### src/hw/rv_ex_pkg.sv
package rv_ex_pkg;

	localparam int xlen = 32;

	// rv32 major opcodes
	typedef enum logic [6:0] {
		op_rtype  = 7'b0110011,
		op_itype  = 7'b0010011,
		op_load   = 7'b0000011,
		op_store  = 7'b0100011,
		op_branch = 7'b1100011,
		op_jal    = 7'b1101111,
		op_jalr   = 7'b1100111,
		op_lui    = 7'b0110111,
		op_auipc  = 7'b0010111
	} opcode_e;

	// {funct7[5], funct3}, lui borrows an unused sub code
	typedef enum logic [3:0] {
		alu_add  = 4'b0000,
		alu_sll  = 4'b0001,
		alu_slt  = 4'b0010,
		alu_sltu = 4'b0011,
		alu_xor  = 4'b0100,
		alu_srl  = 4'b0101,
		alu_or   = 4'b0110,
		alu_and  = 4'b0111,
		alu_sub  = 4'b1000,
		alu_lui  = 4'b1001,
		alu_sra  = 4'b1101
	} alu_op_e;

	typedef enum logic [1:0] {mul_lo, mul_hh, mul_hsu, mul_hu} mul_op_e;

	typedef enum logic [1:0] {res_alu, res_mul, res_link} res_sel_e;

	typedef enum logic [1:0] {fwd_reg, fwd_ex, fwd_mem, fwd_wb} fwd_sel_e;

	typedef enum logic [1:0] {pc_next, pc_redirect, pc_hold} pc_sel_e;

	typedef enum logic [1:0] {ins_normal, ins_hold, ins_flush} instr_sel_e;

	typedef enum logic [2:0] {ld_none, ld_b, ld_h, ld_w, ld_hu, ld_bu} load_kind_e;

	typedef enum logic [1:0] {st_none, st_w, st_h, st_b} store_kind_e;

	// low two bits pick the compare, top bit inverts it
	typedef enum logic [2:0] {
		br_none = 3'b000,
		br_eq   = 3'b001,
		br_lt   = 3'b010,
		br_ltu  = 3'b011,
		br_ne   = 3'b101,
		br_ge   = 3'b110,
		br_geu  = 3'b111
	} branch_kind_e;

endpackage

### src/hw/ex_control.sv
`timescale 1ns/1ps

module ex_control (
	input  logic                    clk,
	input  logic                    rst,
	input  logic [31:0]             instr,
	input  logic                    taken,
	input  logic [4:0]              rd_addr_mem,
	input  logic                    wb_en_mem,
	input  logic [4:0]              rd_addr_wb,
	input  logic                    wb_en_wb,
	output rv_ex_pkg::alu_op_e      alu_op,
	output rv_ex_pkg::mul_op_e      mul_op,
	output rv_ex_pkg::res_sel_e     res_sel,
	output rv_ex_pkg::fwd_sel_e     fwd1_sel,
	output rv_ex_pkg::fwd_sel_e     fwd2_sel,
	output logic                    op1_pc,
	output logic                    op2_imm,
	output logic                    dm_web,
	output rv_ex_pkg::load_kind_e   load_kind,
	output rv_ex_pkg::store_kind_e  store_kind,
	output rv_ex_pkg::branch_kind_e branch_kind,
	output logic                    wb_en,
	output logic [4:0]              rd_addr_ex,
	output logic                    load_use_bubble,
	output rv_ex_pkg::pc_sel_e      pc_sel,
	output rv_ex_pkg::instr_sel_e   instr_sel
);

	rv_ex_pkg::opcode_e        opcode;
	logic [2:0]                funct3;
	logic [4:0]                rs1_addr;
	logic [4:0]                rs2_addr;
	logic                      uses_rs1;
	logic                      uses_rs2;
	logic                      is_mul;
	logic                      is_jump;
	logic                      writes_rd;
	logic                      redirect;
	logic                      kill;       // slot entering execute is squashed
	logic                      ex_jump;    // jal/jalr now in execute
	logic                      hold_q;     // load-use seen last cycle
	rv_ex_pkg::alu_op_e        alu_op_d;
	rv_ex_pkg::load_kind_e     ld_kind_d;
	rv_ex_pkg::store_kind_e    st_kind_d;
	rv_ex_pkg::branch_kind_e   br_kind_d;

	assign opcode   = rv_ex_pkg::opcode_e'(instr[6:0]);
	assign funct3   = instr[14:12];
	assign rs1_addr = instr[19:15];
	assign rs2_addr = instr[24:20];
	assign is_mul   = (opcode == rv_ex_pkg::op_rtype) && instr[25];
	assign is_jump  = (opcode == rv_ex_pkg::op_jal) || (opcode == rv_ex_pkg::op_jalr);

	assign uses_rs1 = !(opcode == rv_ex_pkg::op_lui || opcode == rv_ex_pkg::op_auipc ||
		opcode == rv_ex_pkg::op_jal);
	assign uses_rs2 = (opcode == rv_ex_pkg::op_rtype) || (opcode == rv_ex_pkg::op_store) ||
		(opcode == rv_ex_pkg::op_branch);

	// youngest producer wins, x0 is never forwarded
	function automatic rv_ex_pkg::fwd_sel_e fwd_pick(
		input logic [4:0] rs,
		input logic [4:0] rd_ex,
		input logic       en_ex,
		input logic [4:0] rd_mem,
		input logic       en_mem,
		input logic [4:0] rd_wb,
		input logic       en_wb
	);
		if (rs == 5'd0)
			return rv_ex_pkg::fwd_reg;
		else if (en_ex && rs == rd_ex)
			return rv_ex_pkg::fwd_ex;
		else if (en_mem && rs == rd_mem)
			return rv_ex_pkg::fwd_mem;
		else if (en_wb && rs == rd_wb)
			return rv_ex_pkg::fwd_wb;
		else
			return rv_ex_pkg::fwd_reg;
	endfunction

	always_comb begin
		alu_op_d  = rv_ex_pkg::alu_add;
		ld_kind_d = rv_ex_pkg::ld_none;
		st_kind_d = rv_ex_pkg::st_none;
		br_kind_d = rv_ex_pkg::br_none;
		writes_rd = 1'b1;
		case (opcode)
			rv_ex_pkg::op_rtype: begin
				if (!instr[25])
					alu_op_d = rv_ex_pkg::alu_op_e'({instr[30], funct3});
			end
			rv_ex_pkg::op_itype: begin
				if (funct3 == 3'b001 || funct3 == 3'b101)
					alu_op_d = rv_ex_pkg::alu_op_e'({instr[30], funct3}); // srai keeps bit 30
				else
					alu_op_d = rv_ex_pkg::alu_op_e'({1'b0, funct3});
			end
			rv_ex_pkg::op_lui: alu_op_d = rv_ex_pkg::alu_lui;
			rv_ex_pkg::op_auipc, rv_ex_pkg::op_jal, rv_ex_pkg::op_jalr: alu_op_d = rv_ex_pkg::alu_add;
			rv_ex_pkg::op_load: begin
				case (funct3)
					3'b000:  ld_kind_d = rv_ex_pkg::ld_b;
					3'b001:  ld_kind_d = rv_ex_pkg::ld_h;
					3'b010:  ld_kind_d = rv_ex_pkg::ld_w;
					3'b100:  ld_kind_d = rv_ex_pkg::ld_bu;
					3'b101:  ld_kind_d = rv_ex_pkg::ld_hu;
					default: writes_rd = 1'b0; // bad width, treat as nop
				endcase
			end
			rv_ex_pkg::op_store: begin
				writes_rd = 1'b0;
				case (funct3)
					3'b000:  st_kind_d = rv_ex_pkg::st_b;
					3'b001:  st_kind_d = rv_ex_pkg::st_h;
					3'b010:  st_kind_d = rv_ex_pkg::st_w;
					default: st_kind_d = rv_ex_pkg::st_none;
				endcase
			end
			rv_ex_pkg::op_branch: begin
				writes_rd = 1'b0;
				case (funct3)
					3'b000:  br_kind_d = rv_ex_pkg::br_eq;
					3'b001:  br_kind_d = rv_ex_pkg::br_ne;
					3'b100:  br_kind_d = rv_ex_pkg::br_lt;
					3'b101:  br_kind_d = rv_ex_pkg::br_ge;
					3'b110:  br_kind_d = rv_ex_pkg::br_ltu;
					3'b111:  br_kind_d = rv_ex_pkg::br_geu;
					default: br_kind_d = rv_ex_pkg::br_none;
				endcase
			end
			default: writes_rd = 1'b0;
		endcase
	end

	assign kill = load_use_bubble || redirect;

	always_ff @(posedge clk or posedge rst) begin
		if (rst) begin
			alu_op      <= rv_ex_pkg::alu_add;
			mul_op      <= rv_ex_pkg::mul_lo;
			res_sel     <= rv_ex_pkg::res_alu;
			fwd1_sel    <= rv_ex_pkg::fwd_reg;
			fwd2_sel    <= rv_ex_pkg::fwd_reg;
			op1_pc      <= 1'b0;
			op2_imm     <= 1'b0;
			dm_web      <= 1'b1; // read
			load_kind   <= rv_ex_pkg::ld_none;
			store_kind  <= rv_ex_pkg::st_none;
			branch_kind <= rv_ex_pkg::br_none;
			wb_en       <= 1'b0;
			rd_addr_ex  <= 5'd0;
			ex_jump     <= 1'b0;
			hold_q      <= 1'b0;
		end else begin
			alu_op   <= alu_op_d;
			mul_op   <= rv_ex_pkg::mul_op_e'(funct3[1:0]);
			res_sel  <= is_mul ? rv_ex_pkg::res_mul :
				is_jump ? rv_ex_pkg::res_link : rv_ex_pkg::res_alu;
			fwd1_sel <= fwd_pick(rs1_addr, rd_addr_ex, wb_en, rd_addr_mem, wb_en_mem,
				rd_addr_wb, wb_en_wb);
			fwd2_sel <= fwd_pick(rs2_addr, rd_addr_ex, wb_en, rd_addr_mem, wb_en_mem,
				rd_addr_wb, wb_en_wb);
			op1_pc   <= (opcode == rv_ex_pkg::op_branch) || (opcode == rv_ex_pkg::op_auipc) ||
				(opcode == rv_ex_pkg::op_jal);
			op2_imm  <= (opcode != rv_ex_pkg::op_rtype);
			rd_addr_ex <= instr[11:7];
			hold_q     <= load_use_bubble;
			// a squashed slot writes nothing and never branches
			wb_en       <= writes_rd && !kill;
			dm_web      <= kill || (st_kind_d == rv_ex_pkg::st_none);
			load_kind   <= kill ? rv_ex_pkg::ld_none : ld_kind_d;
			store_kind  <= kill ? rv_ex_pkg::st_none : st_kind_d;
			branch_kind <= kill ? rv_ex_pkg::br_none : br_kind_d;
			ex_jump     <= is_jump && !kill;
		end
	end

	// load in execute feeding the instruction in decode
	assign load_use_bubble = (load_kind != rv_ex_pkg::ld_none) && (rd_addr_ex != 5'd0) &&
		((uses_rs1 && rs1_addr == rd_addr_ex) || (uses_rs2 && rs2_addr == rd_addr_ex));

	assign redirect = ex_jump || taken; // taken stays low unless a branch sits in execute

	always_comb begin
		if (redirect)
			pc_sel = rv_ex_pkg::pc_redirect;
		else if (load_use_bubble)
			pc_sel = rv_ex_pkg::pc_hold;
		else
			pc_sel = rv_ex_pkg::pc_next;
	end

	always_comb begin
		if (redirect)
			instr_sel = rv_ex_pkg::ins_flush;
		else if (hold_q)
			instr_sel = rv_ex_pkg::ins_hold; // fetch re-presents the stalled word
		else
			instr_sel = rv_ex_pkg::ins_normal;
	end

endmodule

### src/hw/imm_gen.sv
`timescale 1ns/1ps

module imm_gen (
	input  logic [31:0] instr,
	output logic [31:0] imm
);

	rv_ex_pkg::opcode_e opcode;
	logic               sign;

	assign opcode = rv_ex_pkg::opcode_e'(instr[6:0]);
	assign sign   = instr[31];

	always_comb begin
		case (opcode)
			rv_ex_pkg::op_itype, rv_ex_pkg::op_load, rv_ex_pkg::op_jalr:
				imm = {{20{sign}}, instr[31:20]};
			rv_ex_pkg::op_store:
				imm = {{20{sign}}, instr[31:25], instr[11:7]};
			// b format, bit 0 always zero
			rv_ex_pkg::op_branch:
				imm = {{19{sign}}, sign, instr[7], instr[30:25], instr[11:8], 1'b0};
			rv_ex_pkg::op_lui, rv_ex_pkg::op_auipc:
				imm = {instr[31:12], 12'd0}; // upper 20 bits
			rv_ex_pkg::op_jal:
				imm = {{11{sign}}, sign, instr[19:12], instr[20], instr[30:21], 1'b0};
			default:
				imm = 32'd0;
		endcase
	end

endmodule

### src/hw/ex_datapath.sv
`timescale 1ns/1ps

module ex_datapath (
	input  logic                clk,
	input  logic                rst,
	input  logic                load_use_bubble,
	input  logic [31:0]         pc_id,
	input  logic [31:0]         imm,
	input  logic [31:0]         rs1_data,
	input  logic [31:0]         rs2_data,
	input  rv_ex_pkg::fwd_sel_e fwd1_sel,
	input  rv_ex_pkg::fwd_sel_e fwd2_sel,
	input  logic                op1_pc,
	input  logic                op2_imm,
	input  rv_ex_pkg::res_sel_e res_sel,
	input  logic [31:0]         mem_fwd_data,
	input  logic [31:0]         wb_data,
	input  logic [31:0]         alu_out,
	input  logic [31:0]         mul_out,
	output logic [31:0]         opa,
	output logic [31:0]         opb,
	output logic [31:0]         fwd_rs1,
	output logic [31:0]         fwd_rs2,
	output logic [31:0]         ex_result,
	output logic [31:0]         redirect_pc
);

	logic [rv_ex_pkg::xlen-1:0] pc_q;
	logic [rv_ex_pkg::xlen-1:0] imm_q;
	logic [rv_ex_pkg::xlen-1:0] rs1_q;
	logic [rv_ex_pkg::xlen-1:0] rs2_q;
	logic [rv_ex_pkg::xlen-1:0] exmem_q; // result of the previous instruction

	// id/ex payload, a load-use bubble enters as zeros
	always_ff @(posedge clk) begin
		if (load_use_bubble) begin
			pc_q  <= '0;
			imm_q <= '0;
			rs1_q <= '0;
			rs2_q <= '0;
		end else begin
			pc_q  <= pc_id;
			imm_q <= imm;
			rs1_q <= rs1_data;
			rs2_q <= rs2_data;
		end
	end

	always_ff @(posedge clk or posedge rst) begin
		if (rst)
			exmem_q <= '0;
		else
			exmem_q <= ex_result;
	end

	function automatic logic [31:0] fwd_mux(
		input rv_ex_pkg::fwd_sel_e sel,
		input logic [31:0]         reg_val,
		input logic [31:0]         ex_val,
		input logic [31:0]         mem_val,
		input logic [31:0]         wb_val
	);
		case (sel)
			rv_ex_pkg::fwd_ex:  return ex_val;
			rv_ex_pkg::fwd_mem: return mem_val;
			rv_ex_pkg::fwd_wb:  return wb_val;
			default:            return reg_val;
		endcase
	endfunction

	assign fwd_rs1 = fwd_mux(fwd1_sel, rs1_q, exmem_q, mem_fwd_data, wb_data);
	assign fwd_rs2 = fwd_mux(fwd2_sel, rs2_q, exmem_q, mem_fwd_data, wb_data);

	assign opa = op1_pc ? pc_q : fwd_rs1;   // pc-relative forms
	assign opb = op2_imm ? imm_q : fwd_rs2;

	always_comb begin
		case (res_sel)
			rv_ex_pkg::res_mul:  ex_result = mul_out;
			rv_ex_pkg::res_link: ex_result = pc_q + 32'd4;
			default:             ex_result = alu_out;
		endcase
	end

	assign redirect_pc = alu_out; // pc+imm or rs1+imm

endmodule

### src/hw/ex_alu.sv
`timescale 1ns/1ps

module ex_alu (
	input  logic [31:0]        opa,
	input  logic [31:0]        opb,
	input  rv_ex_pkg::alu_op_e alu_op,
	output logic [31:0]        alu_out
);

	logic [4:0] shamt;

	assign shamt = opb[4:0];

	always_comb begin
		case (alu_op)
			rv_ex_pkg::alu_add:  alu_out = opa + opb;
			rv_ex_pkg::alu_sub:  alu_out = opa - opb;
			rv_ex_pkg::alu_sll:  alu_out = opa << shamt;
			rv_ex_pkg::alu_slt:  alu_out = {31'd0, $signed(opa) < $signed(opb)};
			rv_ex_pkg::alu_sltu: alu_out = {31'd0, opa < opb};
			rv_ex_pkg::alu_xor:  alu_out = opa ^ opb;
			rv_ex_pkg::alu_srl:  alu_out = opa >> shamt;
			rv_ex_pkg::alu_sra:  alu_out = $unsigned($signed(opa) >>> shamt);
			rv_ex_pkg::alu_or:   alu_out = opa | opb;
			rv_ex_pkg::alu_and:  alu_out = opa & opb;
			rv_ex_pkg::alu_lui:  alu_out = opb; // immediate already shifted up
			default:             alu_out = opa + opb;
		endcase
	end

endmodule

### src/hw/ex_mul.sv
`timescale 1ns/1ps

module ex_mul (
	input  logic [31:0]        fwd_rs1,
	input  logic [31:0]        fwd_rs2,
	input  rv_ex_pkg::mul_op_e mul_op,
	output logic [31:0]        mul_out
);

	logic               a_signed;
	logic               b_signed;
	logic signed [32:0] a_ext;
	logic signed [32:0] b_ext;
	logic signed [65:0] prod;

	// one signed multiplier, operands extended per op
	assign a_signed = (mul_op != rv_ex_pkg::mul_hu);
	assign b_signed = (mul_op == rv_ex_pkg::mul_lo) || (mul_op == rv_ex_pkg::mul_hh);
	assign a_ext    = {a_signed & fwd_rs1[31], fwd_rs1};
	assign b_ext    = {b_signed & fwd_rs2[31], fwd_rs2};
	assign prod     = a_ext * b_ext;

	assign mul_out = (mul_op == rv_ex_pkg::mul_lo) ? prod[31:0] : prod[63:32];

endmodule

### src/hw/branch_cmp.sv
`timescale 1ns/1ps

module branch_cmp (
	input  logic [31:0]             fwd_rs1,
	input  logic [31:0]             fwd_rs2,
	input  rv_ex_pkg::branch_kind_e branch_kind,
	output logic                    taken
);

	logic [1:0] cls;
	logic       inv;
	logic       hit;

	assign cls = branch_kind[1:0];
	assign inv = branch_kind[2];   // bne, bge, bgeu

	always_comb begin
		case (cls)
			2'b01:   hit = (fwd_rs1 == fwd_rs2);
			2'b10:   hit = ($signed(fwd_rs1) < $signed(fwd_rs2));
			2'b11:   hit = (fwd_rs1 < fwd_rs2);
			default: hit = 1'b0;
		endcase
	end

	assign taken = (cls != 2'b00) && (hit ^ inv);

endmodule

### src/hw/ex_stage_top.sv
`timescale 1ns/1ps

module ex_stage_top (
	input  logic                    clk,
	input  logic                    rst,
	input  logic [31:0]             instr,
	input  logic [31:0]             pc_id,
	input  logic [31:0]             rs1_data,
	input  logic [31:0]             rs2_data,
	input  logic [4:0]              rd_addr_mem,
	input  logic                    wb_en_mem,
	input  logic [31:0]             mem_fwd_data,
	input  logic [4:0]              rd_addr_wb,
	input  logic                    wb_en_wb,
	input  logic [31:0]             wb_data,
	output logic [31:0]             ex_result,
	output logic [31:0]             redirect_pc,
	output rv_ex_pkg::pc_sel_e      pc_sel,
	output rv_ex_pkg::instr_sel_e   instr_sel,
	output logic                    dm_web,
	output rv_ex_pkg::load_kind_e   load_kind,
	output rv_ex_pkg::store_kind_e  store_kind,
	output rv_ex_pkg::branch_kind_e branch_kind,
	output logic                    wb_en
);

	rv_ex_pkg::alu_op_e  alu_op;
	rv_ex_pkg::mul_op_e  mul_op;
	rv_ex_pkg::res_sel_e res_sel;
	rv_ex_pkg::fwd_sel_e fwd1_sel;
	rv_ex_pkg::fwd_sel_e fwd2_sel;
	logic                op1_pc;
	logic                op2_imm;
	logic                load_use_bubble;
	logic                taken;
	logic [31:0]         imm;
	logic [31:0]         opa;
	logic [31:0]         opb;
	logic [31:0]         fwd_rs1;
	logic [31:0]         fwd_rs2;
	logic [31:0]         alu_out;
	logic [31:0]         mul_out;

	ex_control u_ctrl (
		.clk(clk), .rst(rst), .instr(instr), .taken(taken),
		.rd_addr_mem(rd_addr_mem), .wb_en_mem(wb_en_mem),
		.rd_addr_wb(rd_addr_wb), .wb_en_wb(wb_en_wb),
		.alu_op(alu_op), .mul_op(mul_op), .res_sel(res_sel),
		.fwd1_sel(fwd1_sel), .fwd2_sel(fwd2_sel), .op1_pc(op1_pc), .op2_imm(op2_imm),
		.dm_web(dm_web), .load_kind(load_kind), .store_kind(store_kind),
		.branch_kind(branch_kind), .wb_en(wb_en), .rd_addr_ex(),
		.load_use_bubble(load_use_bubble), .pc_sel(pc_sel), .instr_sel(instr_sel)
	);

	imm_gen u_imm (.instr(instr), .imm(imm));

	ex_datapath u_dp (
		.clk(clk), .rst(rst), .load_use_bubble(load_use_bubble), .pc_id(pc_id), .imm(imm),
		.rs1_data(rs1_data), .rs2_data(rs2_data), .fwd1_sel(fwd1_sel), .fwd2_sel(fwd2_sel),
		.op1_pc(op1_pc), .op2_imm(op2_imm), .res_sel(res_sel),
		.mem_fwd_data(mem_fwd_data), .wb_data(wb_data), .alu_out(alu_out), .mul_out(mul_out),
		.opa(opa), .opb(opb), .fwd_rs1(fwd_rs1), .fwd_rs2(fwd_rs2),
		.ex_result(ex_result), .redirect_pc(redirect_pc)
	);

	ex_alu u_alu (.opa(opa), .opb(opb), .alu_op(alu_op), .alu_out(alu_out));

	ex_mul u_mul (.fwd_rs1(fwd_rs1), .fwd_rs2(fwd_rs2), .mul_op(mul_op), .mul_out(mul_out));

	branch_cmp u_br (
		.fwd_rs1(fwd_rs1), .fwd_rs2(fwd_rs2), .branch_kind(branch_kind), .taken(taken)
	);

endmodule

### config.mk
export PLATFORM = sky130hd
export DESIGN_NAME = ex_stage_top
export DESIGN_NICKNAME = d
export VERILOG_FILES = /design/src/hw/rv_ex_pkg.sv /design/src/hw/ex_control.sv /design/src/hw/imm_gen.sv /design/src/hw/ex_datapath.sv /design/src/hw/ex_alu.sv /design/src/hw/ex_mul.sv /design/src/hw/branch_cmp.sv /design/src/hw/ex_stage_top.sv
export SDC_FILE = /design/constraint.sdc
export NUM_CORES = 2
export LEC_CHECK = 0
export BUFFER_PORTS_ARGS = -buffer_cell sky130_fd_sc_hd__buf_2
export CAP_MARGIN = 20
export CORE_MARGIN = 1
export CORE_UTILIZATION = 55
export DETAILED_ROUTE_END_ITERATION = 6
export PLACE_DENSITY_LB_ADDON = 0.05
export SLEW_MARGIN = 0
export SYNTH_ARGS = -nofsm -noshare
export SYNTH_HDL_FRONTEND = slang
export SYNTH_SLANG_ARGS = --single-unit
### constraint.sdc
create_clock -name clk -period 20.6 [get_ports clk]
set_clock_uncertainty 0.05 [all_clocks]
set_input_delay 3.09 -clock clk [delete_from_list [all_inputs] [get_ports clk]]
set_output_delay 3.09 -clock clk [all_outputs]
set_load 0.02 [all_outputs]
==> results by group <==
Setup path
  • CP Capture Point: ex_result[25]
  • Crit path buf inv count: 10
  • Crit-path max FO: 22
  • R2r setup slk: 8600 ps
  • Crit path depth: 34
  • Critical path startpoint category: input port
  • Reg2reg path depth: 29
  • CP max stage delay: 1040 ps
  • Worst path slowest cell: fa_1
  • RR Endpoint: u_dp.exmem_q[26]
  • Reg-to-reg startpoint: u_ctrl.fwd1_sel[0]
  • Worst Path Required: 17460 ps
  • Most used cell, CP: fa_1
  • Worst Path Class, Setup: input port to output pin
  • Crit path from: wb_data[31]
  • Critical Path AT: 14060 ps
  • CP endpoint kind: output pin
  • CP top delay family: adder cells

Floorplanning
  • Core Region: 103000 µm²
  • Top-Level Pins: 284
  • Site Rows: 118
  • Die area: approximately 110000 µm²
  • Die Wd: 325 µm
  • Initial Util: a little under three fifths
  • Die height: 325 µm

Timing
  • Setup TNS: 0 ps
  • RSZ-0062 raised after global routing: no
  • Final Cycle Share: 83.5%
  • Min Tclk post-route: 17200 ps
  • Min setup slack post-route: 3400 ps
  • Final setup viols: 0
  • Final Max Slew Viols: 0
  • Least-Margin Pin Slew: 1240 ps
  • Final hold viol count: 0
  • Slew margin rel.: between 10% and 20%
  • Minimum hold slack: 598 ps
  • Fmax: ~58 MHz

Layout
  • Share of layout cells above drive strength 1: 9.32%
  • Fillers: 9484
  • P&R area growth vs syn: 5.87%
  • Fin util: between 50% and 60%
  • Nets: 8548

Clocking
  • Reg clk slew, reported paths: 100 ps
  • CTS Root Cell: clkbuf_16
  • Clk sinks: about 190
  • Setup bufs post-CTS: 0
  • CTS buffer count: 17
  • CTS tree: built
  • H-tree depth: 4
  • PostCTS Resize Cnt: 0
  • Worst-case clock buffer depth: 2
  • Clk_lat worst skew: 520 ps
  • CTS Hold Bufs: 0

Placement
  • Placer Congestion: between 1 and 1.5
  • Post-DP HPWL: about 190000 µm
  • Pre-CTS WS: 3640 ps
  • I/O Buffers: 283

Route
  • DRC Markers: 0
  • Total Wirelength: 238000 µm
  • Initial DRC Count: 5975
  • DR vias/cell: 6.20
  • Vias: ~51000
  • DRT Pass-1 Iters: 6
  • Routed length per instance: 28.9 µm
  • DRT antenna net count: 0

Synthesis
  • Post-synth top area share: 39.3%
  • Syn Inst Count: between 6000 and 7000
  • Synth Flop Type: dfxtp_1
  • Unique masters post-synth: 94
  • YS warnings: 0
  • Synth Register Bits: 191
  • EDFF count, synth: 0
  • Synthesized area: 57500 µm²
  • Avg Inst Size Synth: 8.47 µm²
  • Synth cell count leaders: inv_1, fa_1, nand2_1
  • Asr flop ratio synth: roughly 33%
  • Top post-synthesis cells by area: fa_1, inv_1, ha_1
  • Post-synth net total: 8497
  • Yosys top cell by area: fa_1
  • Register area share after synthesis: 7.21%
  • Count leader, synth: inv_1

GRT
  • Largest net degree at the start of global routing: 70
  • Initial antenna violation count: 22
  • Vias in the first global route: a little over 50000
  • Tot GR Track Use: 45.5%
  • First-pass GRT wire length: 350000 µm
  • Total global routing overflow: 0

Worst hold path
  • Cell depth of the worst hold path: 1
  • Min-Delay Path Class: flip-flop to flip-flop

Flow run
  • Max_cap viols: 0

Run status
  • Status: finished clean
## worst register-to-register path: cells and delay by family (launching register included)
kind,cells,cell delay (ps)
adder cells (fa/ha/maj),9,4410
AO/OA/AOI/OAI,7,2890
buffers and inverters,6,1760
AND/OR/NAND/NOR,6,1530
flip-flops,1,750
multiplexers,1,470
## registers in the layout, indices dropped and copies added, names as in the netlist, 3 cells and up
signal              flops
u_ctrl.branch_kind      3
u_ctrl.load_kind        3
u_dp.rs1_q             32
u_dp.rs2_q             32
u_dp.pc_q              32
u_dp.imm_q             32
u_ctrl.alu_op           4
u_dp.exmem_q           32
u_ctrl.rd_addr_ex       5
## area by class of cell
type | instances | area, µm² | area share, %
Multi-Input combinational cell | 4876 | 46800 | 77.0
Inverter | 1333 | 5000 | 8.23
Sequential cell | 191 | 4150 | 6.83
Timing Repair Buffer | 416 | 2490 | 4.09
Tap cell | 1380 | 1730 | 2.84
Clock buffer | 18 | 429 | 0.706
Clock inverter | 14 | 189 | 0.311
Antenna cell | 10 | 25.0 | 0.0411
## placed cells by master (no fill, tap or decap), types with 25 or more instances in the layout
cell type  netlist  final
inv_1         1305   1303
fa_1          1127   1127
nand2_1        957    957
nor2_1         604    604
ha_1           380    380
buf_2           36    283
a21oi_1        247    246
o21ai_0        168    163
mux2i_1        153    150
buf_4           10    128
dfxtp_1        128    128
nor2b_1        123    122
xnor2_1         94     94
mux2_2          85     85
nand3_1         64     64
dfrtp_1         62     57
and2_1          54     54
xor2_1          53     53
a21o_1          47     47
nor3_1          47     45
a221oi_1        43     43
a211oi_1        44     43
o211ai_1        40     40
a31oi_1         40     40
o21a_1          42     39
o22ai_1         31     31
o21bai_1        31     30
nand2b_1        25     25
## per-stage QoR
stage / instance area (µm²) / std cells
2_1_floorplan: 57500 / 6784
3_3_place_gp: 60100 / 8190
3_5_place_dp: 60100 / 8191
6_report: 60800 / 8238
4_1_cts: 60700 / 8223
5_1_grt: 60800 / 8235
## worst min path at each step
stage | start | to | slack [ps]
final | u_ctrl.wb_en | u_ctrl.fwd1_sel[1] | 600
after global routing | u_ctrl.wb_en | u_ctrl.fwd1_sel[1] | 600
after CTS | u_ctrl.wb_en | u_ctrl.fwd1_sel[1] | 580
after detailed placement | u_ctrl.wb_en | u_ctrl.fwd1_sel[1] | 570
after global placement | u_ctrl.wb_en | u_ctrl.fwd1_sel[1] | 580
after floorplan | u_ctrl.ex_jump | u_ctrl.load_kind[0] | 530
## layer usage
layer	global-route usage, %	vias to the layer above	routed length (µm)	share of wire (%)
met2	68.7	3393	104000	44
met4	23.0	18	15200	6.4
met1	61.0	25700	90800	38
met5	0	-	124	0.052
li1	-	21300	-	-
met3	11.3	690	27900	12
## cells by family after synthesis
group	Yosys count	synth area share [%]
AND/OR/NAND/NOR	1991	14.8
buffers and inverters	1717	11.5
adder cells (fa/ha/maj)	1507	47.5
AO/OA/AOI/OAI	961	11.3
multiplexers	270	5.46
flip-flops	191	7.21
XOR/XNOR	147	2.24
Power is not shown: default switching activity piles up to over one toggle a cycle in this logic, so the estimate is an artifact.
